**src/hdl/calc_pkg.sv**
```systemverilog
package calc_pkg;

    // ******************************
    // Widths and timing
    // ******************************
    localparam int OPERAND_BITS      = 7;   // 0..99
    localparam int VALUE_BITS        = 14;  // 0..9801
    localparam int NUM_DIGITS        = 4;
    localparam int DIGIT_TICK_CYCLES = 4;   // Clocks per lit digit

    localparam int MULT_CNT_BITS   = $clog2(OPERAND_BITS + 1);
    localparam int BCD_CNT_BITS    = $clog2(VALUE_BITS + 1);
    localparam int DIGIT_TICK_BITS = $clog2(DIGIT_TICK_CYCLES);
    localparam int DIGIT_SEL_BITS  = $clog2(NUM_DIGITS);

    // ******************************
    // Data types
    // ******************************
    typedef logic [OPERAND_BITS-1:0] operand_t;
    typedef logic [VALUE_BITS-1:0]   value_t;
    typedef logic [3:0]              bcd_digit_t;
    typedef logic [6:0]              seg_t;    // gfedcba, active low
    typedef logic [NUM_DIGITS-1:0]   anode_t;  // Active low

    typedef struct packed {
        bcd_digit_t thousands;
        bcd_digit_t hundreds;
        bcd_digit_t tens;
        bcd_digit_t ones;
    } bcd_t;

    typedef struct packed {
        logic   valid;
        value_t value;
    } show_t;

    typedef enum logic {OP_ADD, OP_MUL} op_e;

    typedef enum logic [1:0] {ENTER_A, ENTER_B, BUSY, RESULT} calc_state_e;

    // Segment patterns for 0..9
    localparam seg_t SEG_PATTERNS [10] = '{
        7'b1000000, 7'b1111001, 7'b0100100, 7'b0110000, 7'b0011001,
        7'b0010010, 7'b0000010, 7'b1111000, 7'b0000000, 7'b0011000
    };

endpackage

```
**src/hdl/keypad_pkg.sv**
```systemverilog
package keypad_pkg;

    // ******************************
    // Keypad types
    // ******************************
    typedef logic [3:0] row_t;       // One-hot row drive, active high
    typedef logic [3:0] col_t;       // Column sense, active high
    typedef logic [3:0] key_code_t;  // Digits 0-9, letters A-F as 10-15

    typedef struct packed {
        logic      valid;
        key_code_t code;
    } key_evt_t;

    // Function keys
    localparam key_code_t KEY_ADD = 4'd10;  // A
    localparam key_code_t KEY_MUL = 4'd11;  // B
    localparam key_code_t KEY_EQ  = 4'd12;  // C
    localparam key_code_t KEY_CLR = 4'd13;  // D

    // Layout indexed by [row][column]
    localparam key_code_t KEY_LAYOUT [4][4] = '{
        '{4'd1,  4'd2, 4'd3,  KEY_ADD},
        '{4'd4,  4'd5, 4'd6,  KEY_MUL},
        '{4'd7,  4'd8, 4'd9,  KEY_EQ},
        '{4'd14, 4'd0, 4'd15, KEY_CLR}
    };

    // ******************************
    // Scan timing sized for simulation
    // ******************************
    localparam int SCAN_TICK_CYCLES = 8;   // Clocks per row step
    localparam int KEY_STABLE_SCANS = 2;   // Revolutions before accept
    localparam int SCAN_CNT_BITS    = $clog2(SCAN_TICK_CYCLES);
    localparam int STABLE_CNT_BITS  = $clog2(KEY_STABLE_SCANS + 1);

endpackage

```
**src/hdl/bin_to_bcd.sv**
```systemverilog
`timescale 1ns/1ps

module bin_to_bcd
    import calc_pkg::*;
(
    input  logic  clk,
    input  logic  rst,
    input  show_t show,
    output bcd_t  digits
);

    localparam int BCD_W = $bits(bcd_t);

    logic [BCD_W+VALUE_BITS-1:0] sreg;      // BCD field on top of the binary
    logic [BCD_W+VALUE_BITS-1:0] sreg_adj;
    logic [BCD_CNT_BITS-1:0]     cnt;
    logic                        busy;

    // Add 3 to any nibble of 5 or more
    always_comb begin
        sreg_adj = sreg;
        for (int i = 0; i < NUM_DIGITS; i++) begin
            if (sreg_adj[VALUE_BITS + 4*i +: 4] >= 4'd5) begin
                sreg_adj[VALUE_BITS + 4*i +: 4] = sreg_adj[VALUE_BITS + 4*i +: 4] + 4'd3;
            end
        end
    end

    always_ff @(posedge clk or posedge rst) begin
        if (rst) begin
            busy   <= 1'b0;
            cnt    <= '0;
            digits <= '0;
        end else if (show.valid) begin  // Restart and drop any conversion
            busy <= 1'b1;
            cnt  <= BCD_CNT_BITS'(VALUE_BITS);
        end else if (busy) begin
            if (cnt == '0) begin
                digits <= bcd_t'(sreg[BCD_W+VALUE_BITS-1 -: BCD_W]);
                busy   <= 1'b0;
            end else begin
                cnt <= cnt - 1'b1;
            end
        end
    end

    always_ff @(posedge clk) begin
        if (show.valid) begin
            sreg <= {{BCD_W{1'b0}}, show.value};
        end else if (busy && cnt != '0) begin
            sreg <= sreg_adj << 1;
        end
    end

endmodule

```
**src/hdl/calc_execute.sv**
```systemverilog
`timescale 1ns/1ps

module calc_execute
    import keypad_pkg::*;
    import calc_pkg::*;
(
    input  logic     clk,
    input  logic     rst,
    input  key_evt_t key,
    input  value_t   product,
    input  logic     done,
    output logic     start,
    output operand_t a,
    output operand_t b,
    output show_t    show
);

    calc_state_e state;
    op_e         op;
    operand_t    entry;
    logic        is_digit;
    logic        show_valid;
    value_t      show_value;

    // Keep only the last two digits typed
    function automatic operand_t next_operand(operand_t old, key_code_t digit);
        operand_t ones;
        ones = operand_t'(old % 10);
        return operand_t'(ones * 10 + digit);
    endfunction

    assign is_digit = (key.code <= 4'd9);

    always_comb begin
        case (state)
            ENTER_B: entry = next_operand(b, key.code);
            RESULT:  entry = operand_t'(key.code);  // Fresh start after a result
            default: entry = next_operand(a, key.code);
        endcase
    end

    // ******************************
    // Entry FSM
    // ******************************
    always_ff @(posedge clk or posedge rst) begin
        if (rst) begin
            state      <= ENTER_A;
            op         <= OP_ADD;
            a          <= '0;
            b          <= '0;
            start      <= 1'b0;
            show_valid <= 1'b0;
            show_value <= '0;
        end else begin
            start      <= 1'b0;
            show_valid <= 1'b0;
            if (state == BUSY) begin
                if (done) begin  // Keys are dropped while waiting
                    show_valid <= 1'b1;
                    show_value <= product;
                    state      <= RESULT;
                end
            end else if (key.valid) begin
                if (is_digit) begin
                    show_valid <= 1'b1;
                    show_value <= value_t'(entry);
                    if (state == ENTER_B) begin
                        b <= entry;
                    end else begin
                        a     <= entry;
                        state <= ENTER_A;
                    end
                end else if (key.code == KEY_CLR) begin
                    a          <= '0;
                    b          <= '0;
                    show_valid <= 1'b1;
                    show_value <= '0;
                    state      <= ENTER_A;
                end else if ((key.code == KEY_ADD || key.code == KEY_MUL) &&
                             state == ENTER_A) begin
                    op    <= (key.code == KEY_MUL) ? OP_MUL : OP_ADD;
                    b     <= '0;  // Display keeps A
                    state <= ENTER_B;
                end else if (key.code == KEY_EQ && state == ENTER_B) begin
                    if (op == OP_MUL) begin
                        start <= 1'b1;
                        state <= BUSY;
                    end else begin
                        show_valid <= 1'b1;
                        show_value <= value_t'(a) + value_t'(b);
                        state      <= RESULT;
                    end
                end
            end
        end
    end

    assign show = '{valid: show_valid, value: show_value};

endmodule

```
**src/hdl/key_decode.sv**
```systemverilog
`timescale 1ns/1ps

module key_decode
    import keypad_pkg::*;
(
    input  logic     clk,
    input  logic     rst,
    input  col_t     cols,
    output row_t     rows,
    output key_evt_t key
);

    col_t                       cols_meta;
    col_t                       cols_sync;
    logic [SCAN_CNT_BITS-1:0]   tick_cnt;
    logic                       tick_end;
    logic                       rev_end;
    logic                       hit;
    key_code_t                  hit_code;
    logic                       seen_valid;
    key_code_t                  seen_code;
    logic                       rev_valid;
    key_code_t                  rev_code;
    key_code_t                  last_code;
    logic [STABLE_CNT_BITS-1:0] stable_cnt;
    logic [STABLE_CNT_BITS-1:0] stable_next;
    logic                       locked;
    logic                       fire;
    logic                       key_valid;
    key_code_t                  key_code;

    // Columns come straight off the pins
    always_ff @(posedge clk or posedge rst) begin
        if (rst) begin
            cols_meta <= '0;
            cols_sync <= '0;
        end else begin
            cols_meta <= cols;
            cols_sync <= cols_meta;
        end
    end

    assign tick_end = (tick_cnt == SCAN_CNT_BITS'(SCAN_TICK_CYCLES - 1));
    assign rev_end  = tick_end && rows[3];  // Last row of a revolution

    // Lowest column wins, so it is visited last
    always_comb begin
        hit      = 1'b0;
        hit_code = '0;
        for (int r = 0; r < 4; r++) begin
            for (int c = 3; c >= 0; c--) begin
                if (rows[r] && cols_sync[c]) begin
                    hit      = 1'b1;
                    hit_code = KEY_LAYOUT[r][c];
                end
            end
        end
    end

    // ******************************
    // Per-revolution debounce
    // ******************************
    assign rev_valid = seen_valid || hit;
    assign rev_code  = seen_valid ? seen_code : hit_code;  // First row seen wins

    always_comb begin
        if (!rev_valid) begin
            stable_next = '0;
        end else if (stable_cnt != '0 && rev_code == last_code) begin
            stable_next = (stable_cnt == STABLE_CNT_BITS'(KEY_STABLE_SCANS)) ?
                          stable_cnt : stable_cnt + 1'b1;  // Saturate
        end else begin
            stable_next = STABLE_CNT_BITS'(1);  // New key starts over
        end
    end

    assign fire = rev_end && rev_valid && !locked &&
                  (stable_next == STABLE_CNT_BITS'(KEY_STABLE_SCANS));

    always_ff @(posedge clk or posedge rst) begin
        if (rst) begin
            tick_cnt   <= '0;
            rows       <= row_t'(1);
            seen_valid <= 1'b0;
            stable_cnt <= '0;
            locked     <= 1'b0;
            key_valid  <= 1'b0;
        end else begin
            key_valid <= fire;
            tick_cnt  <= tick_end ? '0 : tick_cnt + 1'b1;
            if (tick_end) begin
                rows <= {rows[2:0], rows[3]};
            end
            if (rev_end) begin
                seen_valid <= 1'b0;
                stable_cnt <= stable_next;
                if (!rev_valid) begin
                    locked <= 1'b0;  // Released for a full revolution
                end else if (fire) begin
                    locked <= 1'b1;
                end
            end else if (tick_end && hit) begin
                seen_valid <= 1'b1;
            end
        end
    end

    always_ff @(posedge clk) begin
        if (tick_end && hit && !seen_valid) begin
            seen_code <= hit_code;
        end
        if (rev_end && rev_valid) begin
            last_code <= rev_code;
        end
        if (rev_end) begin
            key_code <= rev_code;
        end
    end

    assign key = '{valid: key_valid, code: key_code};

endmodule

```
**src/hdl/keypad_calc.sv**
```systemverilog
`timescale 1ns/1ps

module keypad_calc
    import keypad_pkg::*;
    import calc_pkg::*;
(
    input  logic   clk,
    input  logic   rst,
    input  col_t   cols,
    output row_t   rows,
    output seg_t   seg,
    output anode_t an
);

    key_evt_t key;
    logic     start;
    logic     done;
    operand_t a;
    operand_t b;
    value_t   product;
    show_t    show;
    bcd_t     digits;

    // ******************************
    // Decode
    // ******************************
    key_decode i_key_decode (
        .clk  (clk),
        .rst  (rst),
        .cols (cols),
        .rows (rows),
        .key  (key)
    );

    // ******************************
    // Execute
    // ******************************
    calc_execute i_calc_execute (
        .clk     (clk),
        .rst     (rst),
        .key     (key),
        .product (product),
        .done    (done),
        .start   (start),
        .a       (a),
        .b       (b),
        .show    (show)
    );

    shift_add_mult i_shift_add_mult (
        .clk     (clk),
        .rst     (rst),
        .start   (start),
        .a       (a),
        .b       (b),
        .product (product),
        .done    (done)
    );

    // ******************************
    // Result
    // ******************************
    bin_to_bcd i_bin_to_bcd (
        .clk    (clk),
        .rst    (rst),
        .show   (show),
        .digits (digits)
    );

    seg_scan i_seg_scan (
        .clk    (clk),
        .rst    (rst),
        .digits (digits),
        .seg    (seg),
        .an     (an)
    );

endmodule

```
**src/hdl/seg_scan.sv**
```systemverilog
`timescale 1ns/1ps

module seg_scan
    import calc_pkg::*;
(
    input  logic   clk,
    input  logic   rst,
    input  bcd_t   digits,
    output seg_t   seg,
    output anode_t an
);

    logic [DIGIT_TICK_BITS-1:0] tick_cnt;
    logic                       tick_end;
    logic [DIGIT_SEL_BITS-1:0]  sel;  // 0 is ones
    logic                       lit;  // Set after first tick
    bcd_digit_t                 cur;

    assign tick_end = (tick_cnt == DIGIT_TICK_BITS'(DIGIT_TICK_CYCLES - 1));

    always_ff @(posedge clk or posedge rst) begin
        if (rst) begin
            tick_cnt <= '0;
            sel      <= '0;
            lit      <= 1'b0;
        end else begin
            tick_cnt <= tick_end ? '0 : tick_cnt + 1'b1;
            if (tick_end) begin
                lit <= 1'b1;
                if (lit) begin
                    sel <= sel + 1'b1;  // Ones up to thousands, then wrap
                end
            end
        end
    end

    // ******************************
    // Digit select and decode
    // ******************************
    always_comb begin
        case (sel)
            2'd0:    cur = digits.ones;
            2'd1:    cur = digits.tens;
            2'd2:    cur = digits.hundreds;
            default: cur = digits.thousands;
        endcase
    end

    always_comb begin
        seg = '1;  // Blank
        if (cur <= 4'd9) begin
            seg = SEG_PATTERNS[cur];
        end
    end

    assign an = lit ? ~(anode_t'(1) << sel) : '1;

endmodule

```
**src/hdl/shift_add_mult.sv**
```systemverilog
`timescale 1ns/1ps

module shift_add_mult
    import calc_pkg::*;
(
    input  logic     clk,
    input  logic     rst,
    input  logic     start,
    input  operand_t a,
    input  operand_t b,
    output value_t   product,
    output logic     done
);

    value_t                   mcand;   // Shifted multiplicand
    operand_t                 mplier;  // Consumed LSB first
    value_t                   acc;
    value_t                   addend;
    logic [MULT_CNT_BITS-1:0] cnt;
    logic                     busy;

    assign addend = mplier[0] ? mcand : '0;

    always_ff @(posedge clk or posedge rst) begin
        if (rst) begin
            busy <= 1'b0;
            cnt  <= '0;
            done <= 1'b0;
        end else begin
            done <= 1'b0;
            if (start) begin
                busy <= 1'b1;
                cnt  <= MULT_CNT_BITS'(OPERAND_BITS);
            end else if (busy) begin
                cnt <= cnt - 1'b1;
                if (cnt == MULT_CNT_BITS'(1)) begin  // Last bit this cycle
                    busy <= 1'b0;
                    done <= 1'b1;
                end
            end
        end
    end

    always_ff @(posedge clk) begin
        if (start) begin
            mcand  <= value_t'(a);
            mplier <= b;
            acc    <= '0;
        end else if (busy) begin
            acc    <= acc + addend;
            mcand  <= mcand << 1;
            mplier <= mplier >> 1;
            if (cnt == MULT_CNT_BITS'(1)) begin
                product <= acc + addend;
            end
        end
    end

endmodule

```
**config.mk**
```make
export PLATFORM = sky130hd
export DESIGN_NAME = keypad_calc
export DESIGN_NICKNAME = d
export VERILOG_FILES = /design/src/hdl/calc_pkg.sv /design/src/hdl/keypad_pkg.sv /design/src/hdl/bin_to_bcd.sv /design/src/hdl/calc_execute.sv /design/src/hdl/key_decode.sv /design/src/hdl/keypad_calc.sv /design/src/hdl/seg_scan.sv /design/src/hdl/shift_add_mult.sv
export SDC_FILE = /design/constraint.sdc
export NUM_CORES = 1
export LEC_CHECK = 0
export ABC_AREA = 1
export BUFFER_PORTS_ARGS = -buffer_cell sky130_fd_sc_hd__clkbuf_2
export CORE_MARGIN = 2
export CORE_UTILIZATION = 55
export DETAILED_ROUTE_END_ITERATION = 16
export PLACE_DENSITY_LB_ADDON = 0.12
export SLEW_MARGIN = 20
export SYNTH_ARGS = -nofsm -noshare
export SYNTH_HDL_FRONTEND = slang
export SYNTH_SLANG_ARGS = --single-unit
```
**constraint.sdc**
```tcl
create_clock -name clk -period 5.58 [get_ports clk]
set_input_delay 1.395 -clock clk [delete_from_list [all_inputs] [get_ports clk]]
set_output_delay 1.395 -clock clk [all_outputs]
set_load 0.02 [all_outputs]
```
# [Word-level counts from Yosys, hierarchy flattened]
# Memories as Yosys holds them, arrays and structs flattened.
# Index checks and enable logic that the tools add are counted.
[totals] regBits=175 mem_bits_ro=112 in_bits=6 n_memories=1
[op_classes] add_sub_neg=14 mul=2 div=2 magnitude_cmp=7 eq_ne=23 n_shift=1 n_mux=113 n_bitwise=7 n_reduce_logical=54
[memory_table] name="(no name shown)" words=16 width=7 rd=1 rd_clocked_by_memory_dff=0 write_ports=0 line="seg_scan.sv:52" text="seg = SEG_PATTERNS[cur];"
[op_table] op="2-to-1 mux 14 bit" count=11
[op_table] op="2-to-1 mux 7 bit" count=14
[op_table] op="2-to-1 mux 4 bit" count=24
[op_table] op="modulo 7 x 4 -> 32 bit (second input constant)" count=2
[op_table] op="2-to-1 mux 1 bit" count=46
[op_table] op="logical AND 1 bit" count=26
[op_table] op="2-to-1 mux 2 bit" count=12
[op_table] op="== test 4 bit (second input constant)" count=4
[op_table] op="greater-or-equal comparator 4 x 3 -> 1 bit (second input constant)" count=4
[op_table] op="adder 14 bit" count=1
[op_table] op="adder 7 x 4 -> 7 bit" count=2
[op_table] op="multiplier 7 x 3 -> 6 bit (second input constant)" count=2
[op_table] op="one-hot mux 7 bit (2 select lines)" count=1
[op_table] op="nonzero test 2 bit" count=7
[op_table] op="adder 4 x 2 -> 4 bit (second input constant)" count=3
[op_table] op="== test 2 bit (second input constant)" count=6
[op_table] op="2-to-1 mux 3 bit" count=4
[op_table] op="one-hot mux 4 bit (3 select lines)" count=1
[op_table] op="AND reduction 4 bit" count=3
[op_table] op="AND reduction 5 bit" count=2
[op_table] op="adder 7 x 7 -> 8 bit" count=1
[op_table] op="<= comparator 4 bit (second input constant)" count=2
[op_table] op="!= test 2 bit (second input constant)" count=4
[op_table] op="nonzero test 4 bit" count=2
[op_table] op="26 further kinds" count=39

# [Longest topological paths before layout]
# Gate-level depths: netlist of run 1.
[depth] ltp_word=26 ltp_mapped=39

# [Modules after synthesis]
# A second synthesis of run 1 with hierarchy kept.
[hier_totals] hier_cells=1416 hier_area_um2=10850.4
[by_module_without_submodules] module="calc_execute" instances=1 cells_per_inst=490 area_per_inst_um2=3244.4 seq_area_each_um2=825.8
[by_module_without_submodules] module="shift_add_mult" instances=1 cells_per_inst=358 area_per_inst_um2=2852.7 seq_area_each_um2=1386.3
[by_module_without_submodules] module="bin_to_bcd" instances=1 cells_per_inst=297 area_per_inst_um2=2504.9 seq_area_each_um2=1266.2
[by_module_without_submodules] module="key_decode" instances=1 cells_per_inst=179 area_per_inst_um2=1589.0 seq_area_each_um2=862.1
[by_module_without_submodules] module="seg_scan" instances=1 cells_per_inst=92 area_per_inst_um2=659.4 seq_area_each_um2=125.1

# [Worst setup path before layout of run 1]
# No wires, ideal clock.
[synth_path] path_kind="register -> register" start="reg i_calc_execute.a[5]" end="reg i_calc_execute.show_value[6]" t_arrival_ps=4089 required_time_ps=5464 slack_ps=1374 stages_incl_launch_ff=36 path_buffers=0 period_less_slack_ps=4206 path_cell_list="dfrtp_1 -> inv_2 -> ha_1 -> inv_1 -> ha_1 -> o21a_1 -> nor2_1 -> nor2_8 -> inv_4 -> nor2_4 -> nand2_2 -> nand2_1 -> nand2_2 -> inv_2 -> nand2_4 -> nand3_4 -> nand2_1 -> nand3_2 -> nand2_2 -> nand3_2 -> nand2_1 -> nand2_1 -> ha_1 -> ha_1 -> inv_1 -> fa_1 -> xor2_1 -> inv_1 -> nand3_1 -> nand3_2 -> nand3_2 -> nand3_1 -> nand3_2 -> nand2_1 -> nand2_1 -> nand2_1"
[synth_via] elab_chain_len=8 word_cells_on_any_way=12 classes_between="add/sub (2); mul (1); div (1); mux (8)"
[synth_lines] element="from (decl)" line="calc_execute.sv:13" text="output operand_t a,"
[synth_lines] element="from (signal assigned)" line="calc_execute.sv:70" text="a <= entry;"
[synth_lines] element="branches (longest 5 deep; another with modulo 7 x 4 -> 32 bit)"
[synth_lines] element="2-to-1 mux 14 bit (*)" line="calc_execute.sv:64" text="if (is_digit) begin"
[synth_lines] element="2-to-1 mux 14 bit (*)" line="calc_execute.sv:63" text="end else if (key.valid) begin"
[synth_lines] element="2-to-1 mux 14 bit (*)" line="calc_execute.sv:57" text="if (state == BUSY) begin"
[synth_lines] element="to (signal assigned)" line="calc_execute.sv:60" text="show_value <= product;"
[synth_lines] element="to (signal assigned)" line="calc_execute.sv:66" text="show_value <= value_t'(entry);"
[synth_lines] element="to (signal assigned)" line="calc_execute.sv:90" text="show_value <= value_t'(a) + value_t'(b);"
[synth_lines] element="to (decl)" line="calc_execute.sv:23" text="value_t show_value;"
# Mark *: on every way between the ends. The select of a mux whose other input is x is not followed.
# A chain may end at the register's enable or synchronous reset.

# [Worst setup path in the final report of run 1]
[layout_path] start="reg i_calc_execute.a[4]" end="reg i_calc_execute.show_value[5]"
# The elaborated chain is that of the path after synthesis.

==> metrics.md, run 1 <==
| Metric | Value |
|---|---|
| Worst EP required | `5.92 ns` |
| Die footprint | `0.0191 mm2` |
| Vias in the first global route | `7387` |
| CP endpoint kind | `flip-flop` |
| Top cell type's share of synthesized area | `20.9%` |
| DRC viols | `0` |
| Startpoint types | `flip-flop` |
| Initial Utilization | `55.6%` |
| # Max-Cap Violations | `0` |
| Final Skew | `0.0115 ns` |
| Multi-input gate area | `0.00468 mm2` |
| Via count | `7637` |
| Initial DRC Count | `507` |
| Ant diodes | `0` |
| Worst path max stage delay | `0.52 ns` |
| Max H-tree Level | `4` |
| Synth Net Count | `1265` |
| Peak supply drop | `0.217 mV` |
| Warnings, synthesis | `0` |
| Row count | `49` |
| Post_cts resized | `0` |
| Layout cells sized above 1 | `10.0%` |
| GP Congestion | `0.854` |
| Critical path class | `flip-flop to flip-flop` |
| I/O Buffers | `20` |
| Final setup fails | `0` |
| Post-synthesis mux area share | `0.555%` |
| Most common cell after layout, fill and taps aside | `nand2_1` |
| Period utilization | `85.7%` |
| Flop-to-flop setup slack | `0.80 ns` |
| Setup TNS | `0 ns` |
| Nets | `1290` |
| Status | `finished clean` |
| Cell Pwr Density | `227 mW/mm2` |
| Slew HR | `40.9%` |
| Ports | `21` |
| Fillers | `1568` |
| Largest net degree at the start of global routing | `53` |
| Power, Total | `0.00246 W` |
| Adder-cell share of the synthesized area | `8.83%` |
| Worst slew pin tran | `0.886 ns` |
| Final Core Density | `60.7%` |
| Max Clock Freq | `209 MHz` |
| First-pass GRT wire length | `35100 um` |
| Register area | `0.00447 mm2` |
| Num Clock Sinks | `175` |
| Crit path DAT | `5.12 ns` |
| Highest-count cells in the layout ignoring fill and taps | `nand2_1, inv_1, o21ai_0, dfrtp_1, nor2_1` |
| Vias per inst | `5.23` |
| Post-CTS Setup Inserts | `0` |
| Min cycle time layout | `4.78 ns` |
| Final instance area | `0.0108 mm2` |
| Register area share after synthesis | `45.0%` |
| Ys flop type | `dfrtp_1` |
| Slew Limit Fails | `0` |
| XOR/XNOR Fraction of Synth Area | `2.56%` |
| Largest family of logic cells by synthesized area | `simple AND/OR/NAND/NOR gates` |
| WL/cell | `13.6 um` |
| Clk pin slew, worst setup/hold paths | `0.07 ns` |
| Worst-path fanout max | `8` |
| Mapped Area | `0.00992 mm2` |
| Synthesis-to-finish area growth | `9.07%` |
| Post-route antenna net violation count | `0` |
| Root buffer cell | `clkbuf_16` |
| HP Class | `flip-flop to flip-flop` |
| Worst skew pair latency | `0.43 ns` |
| Post-synthesis compound-gate area fraction | `13.2%` |
| CORE AREA | `0.0178 mm2` |
| Worst-case clock buffer depth | `2` |
| Most frequent CP cell | `nand2_1` |
| CP max stage cell | `dfrtp_1` |
| Number of CTS-inserted buffers | `17` |
| FFs w/ async S/R, synth | `48.0%` |
| Cell taking the most area after synthesis | `dfrtp_1` |
| Detail Placement HPWL | `14600 um` |
| Simple logic cell fraction of the synthesized area | `22.0%` |
| Top cells by area, synth | `dfrtp_1, edfxtp_1, nand2_1` |
| Hold violation count in the final report | `0` |
| GRT overflow | `0` |
| EDFF count, synth | `54` |
| Number of distinct library cells after synthesis | `52` |
| RSZ-0062 raised after global routing | `no` |
| Die H | `138 um` |
| Total GRT Usage | `22.1%` |
| Post-cts hold buffer count | `0` |
| CTS tree | `done` |
| Antenna violations before repair | `0` |
| Die Width | `138 um` |
| Syn Area/Cell | `8.32 um2` |
| Cells after Synth | `1192` |
| Total wire length | `19800 um` |
| Static leakage | `5.35 nW` |
| DR pass1 iterations | `5` |
| FF+latch count, synth | `175` |
| Placed Area | `0.0103 mm2` |
-- registers in the layout (all words and copies together), names as in the netlist, 7 cells and up --
name and count:
i_calc_execute.a 7, i_shift_add_mult.acc 14, i_shift_add_mult.mcand 14, i_shift_add_mult.product 14, i_bin_to_bcd.sreg 30, i_calc_execute.b 7
i_calc_execute.show_value 14, i_shift_add_mult.mplier 7, i_bin_to_bcd.digits 16
-- cells in the mapped netlist (3+ instances only) --
cell type	number
nand2_1	276
inv_1	172
o21ai_0	101
dfrtp_1	83
nor2_1	79
ha_1	62
a21oi_1	54
edfxtp_1	54
nand3_1	54
dfxtp_1	37
o22ai_1	20
xor2_1	20
a22o_1	16
nand2_2	16
clkbuf_1	15
nand3_2	11
nand4_1	11
nor3_1	9
or2_2	9
xnor2_1	9
inv_2	8
nand3b_1	6
fa_1	5
nor2_2	5
o211ai_1	5
o21ai_1	5
o21bai_1	5
a31oi_1	4
mux2_2	4
clkinv_1	3
nor4_1	3
o31ai_1	3
-- metal layers --
layer  GRT usage (%)  wire (um)  share of wire, %  vias to the layer above
met3            3.88        700               3.5                       20
li1                -          -                 -                     3981
met1            30.2       9560                48                     3503
met2            36.8       9260                47                      133
met5               0          0                 0                        -
met4            5.91        269               1.4                        0
-- worst max-delay path: cells and delay by family (launching register included) --
family / cells / cell delay (ns)
AND/OR/NAND/NOR: 14 / 1.86
adder cells (fa/ha/maj): 5 / 1.22
multiplexers: 1 / 0.24
AO/OA/AOI/OAI: 4 / 0.48
flip-flops: 1 / 0.52
XOR/XNOR: 1 / 0.15
buffers and inverters: 3 / 0.22
-- stage by stage --
step | hold WS [ns] | instances | setup WS (ns)
after global placement | 0.333 | 1427 | 0.941
after detailed placement | 0.335 | 1427 | 0.866
after CTS | 0.351 | 1459 | 0.810
after floorplan | 0.331 | 1192 | 1.37
final | 0.349 | 1459 | 0.798
after global routing | 0.358 | 1459 | 0.242
-- final timing paths --
path | startpoint | to | cells past startpoint
setup / recovery | i_calc_execute.a[4]$_DFFE_PP0P_ | i_calc_execute.show_value[5]$_DFFE_PP0P_ | 28
hold / removal | i_key_decode.cols_meta[0]$_DFF_PP0_ | i_key_decode.cols_sync[0]$_DFF_PP0_ | 0
setup reg to reg | i_calc_execute.a[4]$_DFFE_PP0P_ | i_calc_execute.show_value[5]$_DFFE_PP0P_ | 28
hold reg to reg | i_key_decode.cols_meta[0]$_DFF_PP0_ | i_key_decode.cols_sync[0]$_DFF_PP0_ | 0
max in group asynchronous | rst | i_shift_add_mult.done$_DFF_PP0_ | 3
min in group asynchronous | rst | i_bin_to_bcd.digits[12]$_DFFE_PP0P_ | 2
-- layout make-up --
class	count	area share (%)
multi-input cells	814	43.2
flip-flops and latches	175	41.3
inverters	184	6.42
clock buffers	19	4.09
well taps	229	2.65
repair buffers	25	1.27
clock inverters	13	1.06
-- kinds of logic (layout without fill, tap and decap cells) --
group | count (synthesis) | after routing
adder cells (fa/ha/maj) | 67 | 67
flip-flops | 175 | 175
AND/OR/NAND/NOR | 486 | 486
multiplexers | 5 | 5
buffers and inverters | 203 | 241
AO/OA/AOI/OAI | 227 | 227
XOR/XNOR | 29 | 29
-- power breakdown --
part           internal [W]  switching [W]
Combinational    0.00000176      0.0000121
Clock              0.000626       0.000500
Sequential          0.00131     0.00000238
Total               0.00194       0.000515
No activity file was read; power rests on OpenSTA's default activity.
==> inputs of run 2 (changes only) <==
PLACE_DENSITY_LB_ADDON = 0.15   (was 0.12)
==> run 2 against run 1 <==
  * Power increased by 2.4%
  * First-iteration DRC count decreased by 11%
  * Clock power increased by 5%
  * Hold slack improved by 0.0028 ns
  * Clock skew decreased by 0.0042 ns
  * Highest routed layer unchanged
==> metrics.md, run 2 (same netlist as run 1, synthesis figures left out) <==
| Metric | Value |
|---|---|
| Combinational share of power | `0.6% (about the same)` |
| HP Class | `flip-flop to flip-flop` |
| Critical path class | `flip-flop to flip-flop` |
| Die Width | `138 um (unchanged)` |
| GP Congestion | `0.851 (-0.35%)` |
| Biggest register | `i_bin_to_bcd.sreg` |
| Worst path max stage delay | `0.51 ns (about the same)` |
| Max Clock Freq | `207 MHz (-0.89%)` |
| Post-CTS Setup Inserts | `0 (unchanged)` |
| Top flop regs | `i_bin_to_bcd.sreg x30, i_bin_to_bcd.digits x16` |
| Nets | `1290 (unchanged)` |
| Psw | `0.000581 W (+13%)` |
| CP endpoint kind | `flip-flop` |
| Max H-tree Level | `4 (unchanged)` |
| Number of CTS-inserted buffers | `17 (unchanged)` |
| Cell Pwr Density | `232 mW/mm2 (+2.1%)` |
| Synthesis-to-finish area growth | `9.38%` |
| Power, Total | `0.00252 W (+2.4%)` |
| Pint | `0.00194 W (-0.36%)` |
| Vias per inst | `5.28 (+0.92%)` |
| Period utilization | `86.5% (+0.77 points)` |
| Ports | `21 (unchanged)` |
| CTS tree | `done` |
| Worst slew pin tran | `1.12 ns (+0.237 ns)` |
| Peak supply drop | `0.226 mV (+4.0%)` |
| GRT overflow | `0 (unchanged)` |
| Final setup fails | `0 (unchanged)` |
| Worst-case clock buffer depth | `2 (unchanged)` |
| Slew HR | `25.0% (-16 points)` |
| Initial DRC Count | `450 (-11%)` |
| Post_cts resized | `0 (unchanged)` |
| Inst Count DP | `1427 (unchanged)` |
| Final Core Density | `60.8% (+0.18 points)` |
| Ant diodes | `0 (unchanged)` |
| Clk pin slew, worst setup/hold paths | `0.07 ns (about the same)` |
| Hold violation count in the final report | `0 (unchanged)` |
| Fillers | `1567 (-0.064%)` |
| Sequential share of power | `52.3% (-1.3 points)` |
| Multi-input gate area | `0.00468 mm2 (about the same)` |
| Layout cells sized above 1 | `10.1% (+0.081 points)` |
| Total GRT Usage | `22.0% (-0.19 points)` |
| RSZ-0062 raised after global routing | `no` |
| Max reg flops | `30 (unchanged)` |
| Crit path DAT | `5.18 ns (+0.06 ns)` |
| Largest net degree at the start of global routing | `57 (+7.5%)` |
| Status | `finished clean` |
| DR pass1 iterations | `5 (unchanged)` |
| Most common cell after layout, fill and taps aside | `nand2_1` |
| Die footprint | `0.0191 mm2 (unchanged)` |
| Most frequent CP cell | `nand2_1` |
| Final Skew | `0.00723 ns (-0.00423 ns)` |
| Antenna violations before repair | `0 (unchanged)` |
| DRC viols | `0 (unchanged)` |
| I/O Buffers | `20 (unchanged)` |
| Worst-path fanout max | `8 (unchanged)` |
| Num Clock Sinks | `175 (unchanged)` |
| WL/cell | `13.7 um (+1.1%)` |
| Slew Limit Fails | `0 (unchanged)` |
| Initial Utilization | `55.6% (unchanged)` |
| Register area | `0.00447 mm2 (unchanged)` |
| Post-route antenna net violation count | `0 (unchanged)` |
| Highest-count cells in the layout ignoring fill and taps | `nand2_1, inv_1, o21ai_0, dfrtp_1, nor2_1` |
| Total wire length | `20000 um (+1.1%)` |
| First-pass GRT wire length | `34700 um (-1.1%)` |
| Vias in the first global route | `7336 (-0.69%)` |
| Detail Placement HPWL | `14600 um (-0.17%)` |
| Setup TNS | `0 ns (unchanged)` |
| Die H | `138 um (unchanged)` |
| Min cycle time layout | `4.82 ns (+0.0429 ns)` |
| Post-cts hold buffer count | `0 (unchanged)` |
| Static leakage | `5.37 nW (+0.50%)` |
| CORE AREA | `0.0178 mm2 (unchanged)` |
| Placed Area | `0.0103 mm2 (about the same)` |
| Worst EP required | `5.93 ns (about the same)` |
| Non-filler cells, final | `1459 (unchanged)` |
| Row count | `49 (unchanged)` |
| Final instance area | `0.0109 mm2 (+0.29%)` |
| Clock Power Share | `47.2% (+1.4 points)` |
| Via count | `7707 (+0.92%)` |
| # Max-Cap Violations | `0 (unchanged)` |
| Worst skew pair latency | `0.44 ns (about the same)` |
| Switching Share | `23.1% (+2.1 points)` |
| Root buffer cell | `clkbuf_16` |
| Startpoint types | `flip-flop` |
| CP max stage cell | `dfrtp_1` |
run 2: changes by cell type in the layout (fill, tap and decap cells not counted), sizes merged:
cell,before,now
clkinv,11,9
clkbuf,39,38
bufinv,1,0
clkinvlp,3,0
inv,182,189
run 2: path summary, 6_finish.rpt:
path                                                startpoint                                        to  slack (ns)  cells after the start
setup reg to reg               i_calc_execute.a[4]$_DFFE_PP0P_  i_calc_execute.show_value[5]$_DFFE_PP0P_        0.76                     28
hold / removal             i_key_decode.cols_meta[2]$_DFF_PP0_       i_key_decode.cols_sync[2]$_DFF_PP0_        0.35                      0
min in group asynchronous                                  rst        i_bin_to_bcd.digits[9]$_DFFE_PP0P_        1.04                      2
setup / recovery               i_calc_execute.a[4]$_DFFE_PP0P_  i_calc_execute.show_value[5]$_DFFE_PP0P_        0.76                     28
hold reg to reg            i_key_decode.cols_meta[2]$_DFF_PP0_       i_key_decode.cols_sync[2]$_DFF_PP0_        0.35                      0
max in group asynchronous                                  rst  i_calc_execute.show_value[7]$_DFFE_PP0P_        3.65                      3
run 2: layout make-up:
cell class / count / area share [%]
Multi-Input combinational cell: 814 / 43.1
Clock inverter: 14 / 1.29
Tap cell: 229 / 2.64
Clock buffer: 18 / 4.15
Timing Repair Buffer: 25 / 1.27
Inverter: 184 / 6.41
Sequential cell: 175 / 41.1
run 2: metal layers:
metal / wire [um] / global-route usage [%] / share of wire [%]
met5: 0 / 0 / 0
met2: 9400 / 36.3 / 47
met4: 297 / 5.96 / 1.5
met1: 9660 / 30.4 / 48
met3: 656 / 3.36 / 3.3
run 2: power groups by stage:
stage                     Combinational, W  Sequential (W)  Clock, W
after floorplan                 0.00000885         0.00134         0
after global placement           0.0000151         0.00134         0
after detailed placement         0.0000153         0.00134         0
after CTS                        0.0000152         0.00132   0.00121
after global routing             0.0000173         0.00132   0.00126
final                            0.0000142         0.00132   0.00119
run 2: worst max-delay path, delay by kind of cell, from the launching register on:
family | cells | cell delay, ns
simple gates | 14 | 1.86
fa+ha+maj | 5 | 1.26
compound gates | 4 | 0.52
flops | 1 | 0.51
buf+inv | 3 | 0.22
mux | 1 | 0.22
xor+xnor | 1 | 0.15
run 2: stage by stage:
stage,hold slack (ns),setup slack (ns)
finish,0.351,0.755
global route,0.361,0.338
CTS,0.354,0.735
detailed placement,0.337,0.772
global placement,0.335,0.914
floorplan,0.331,1.37
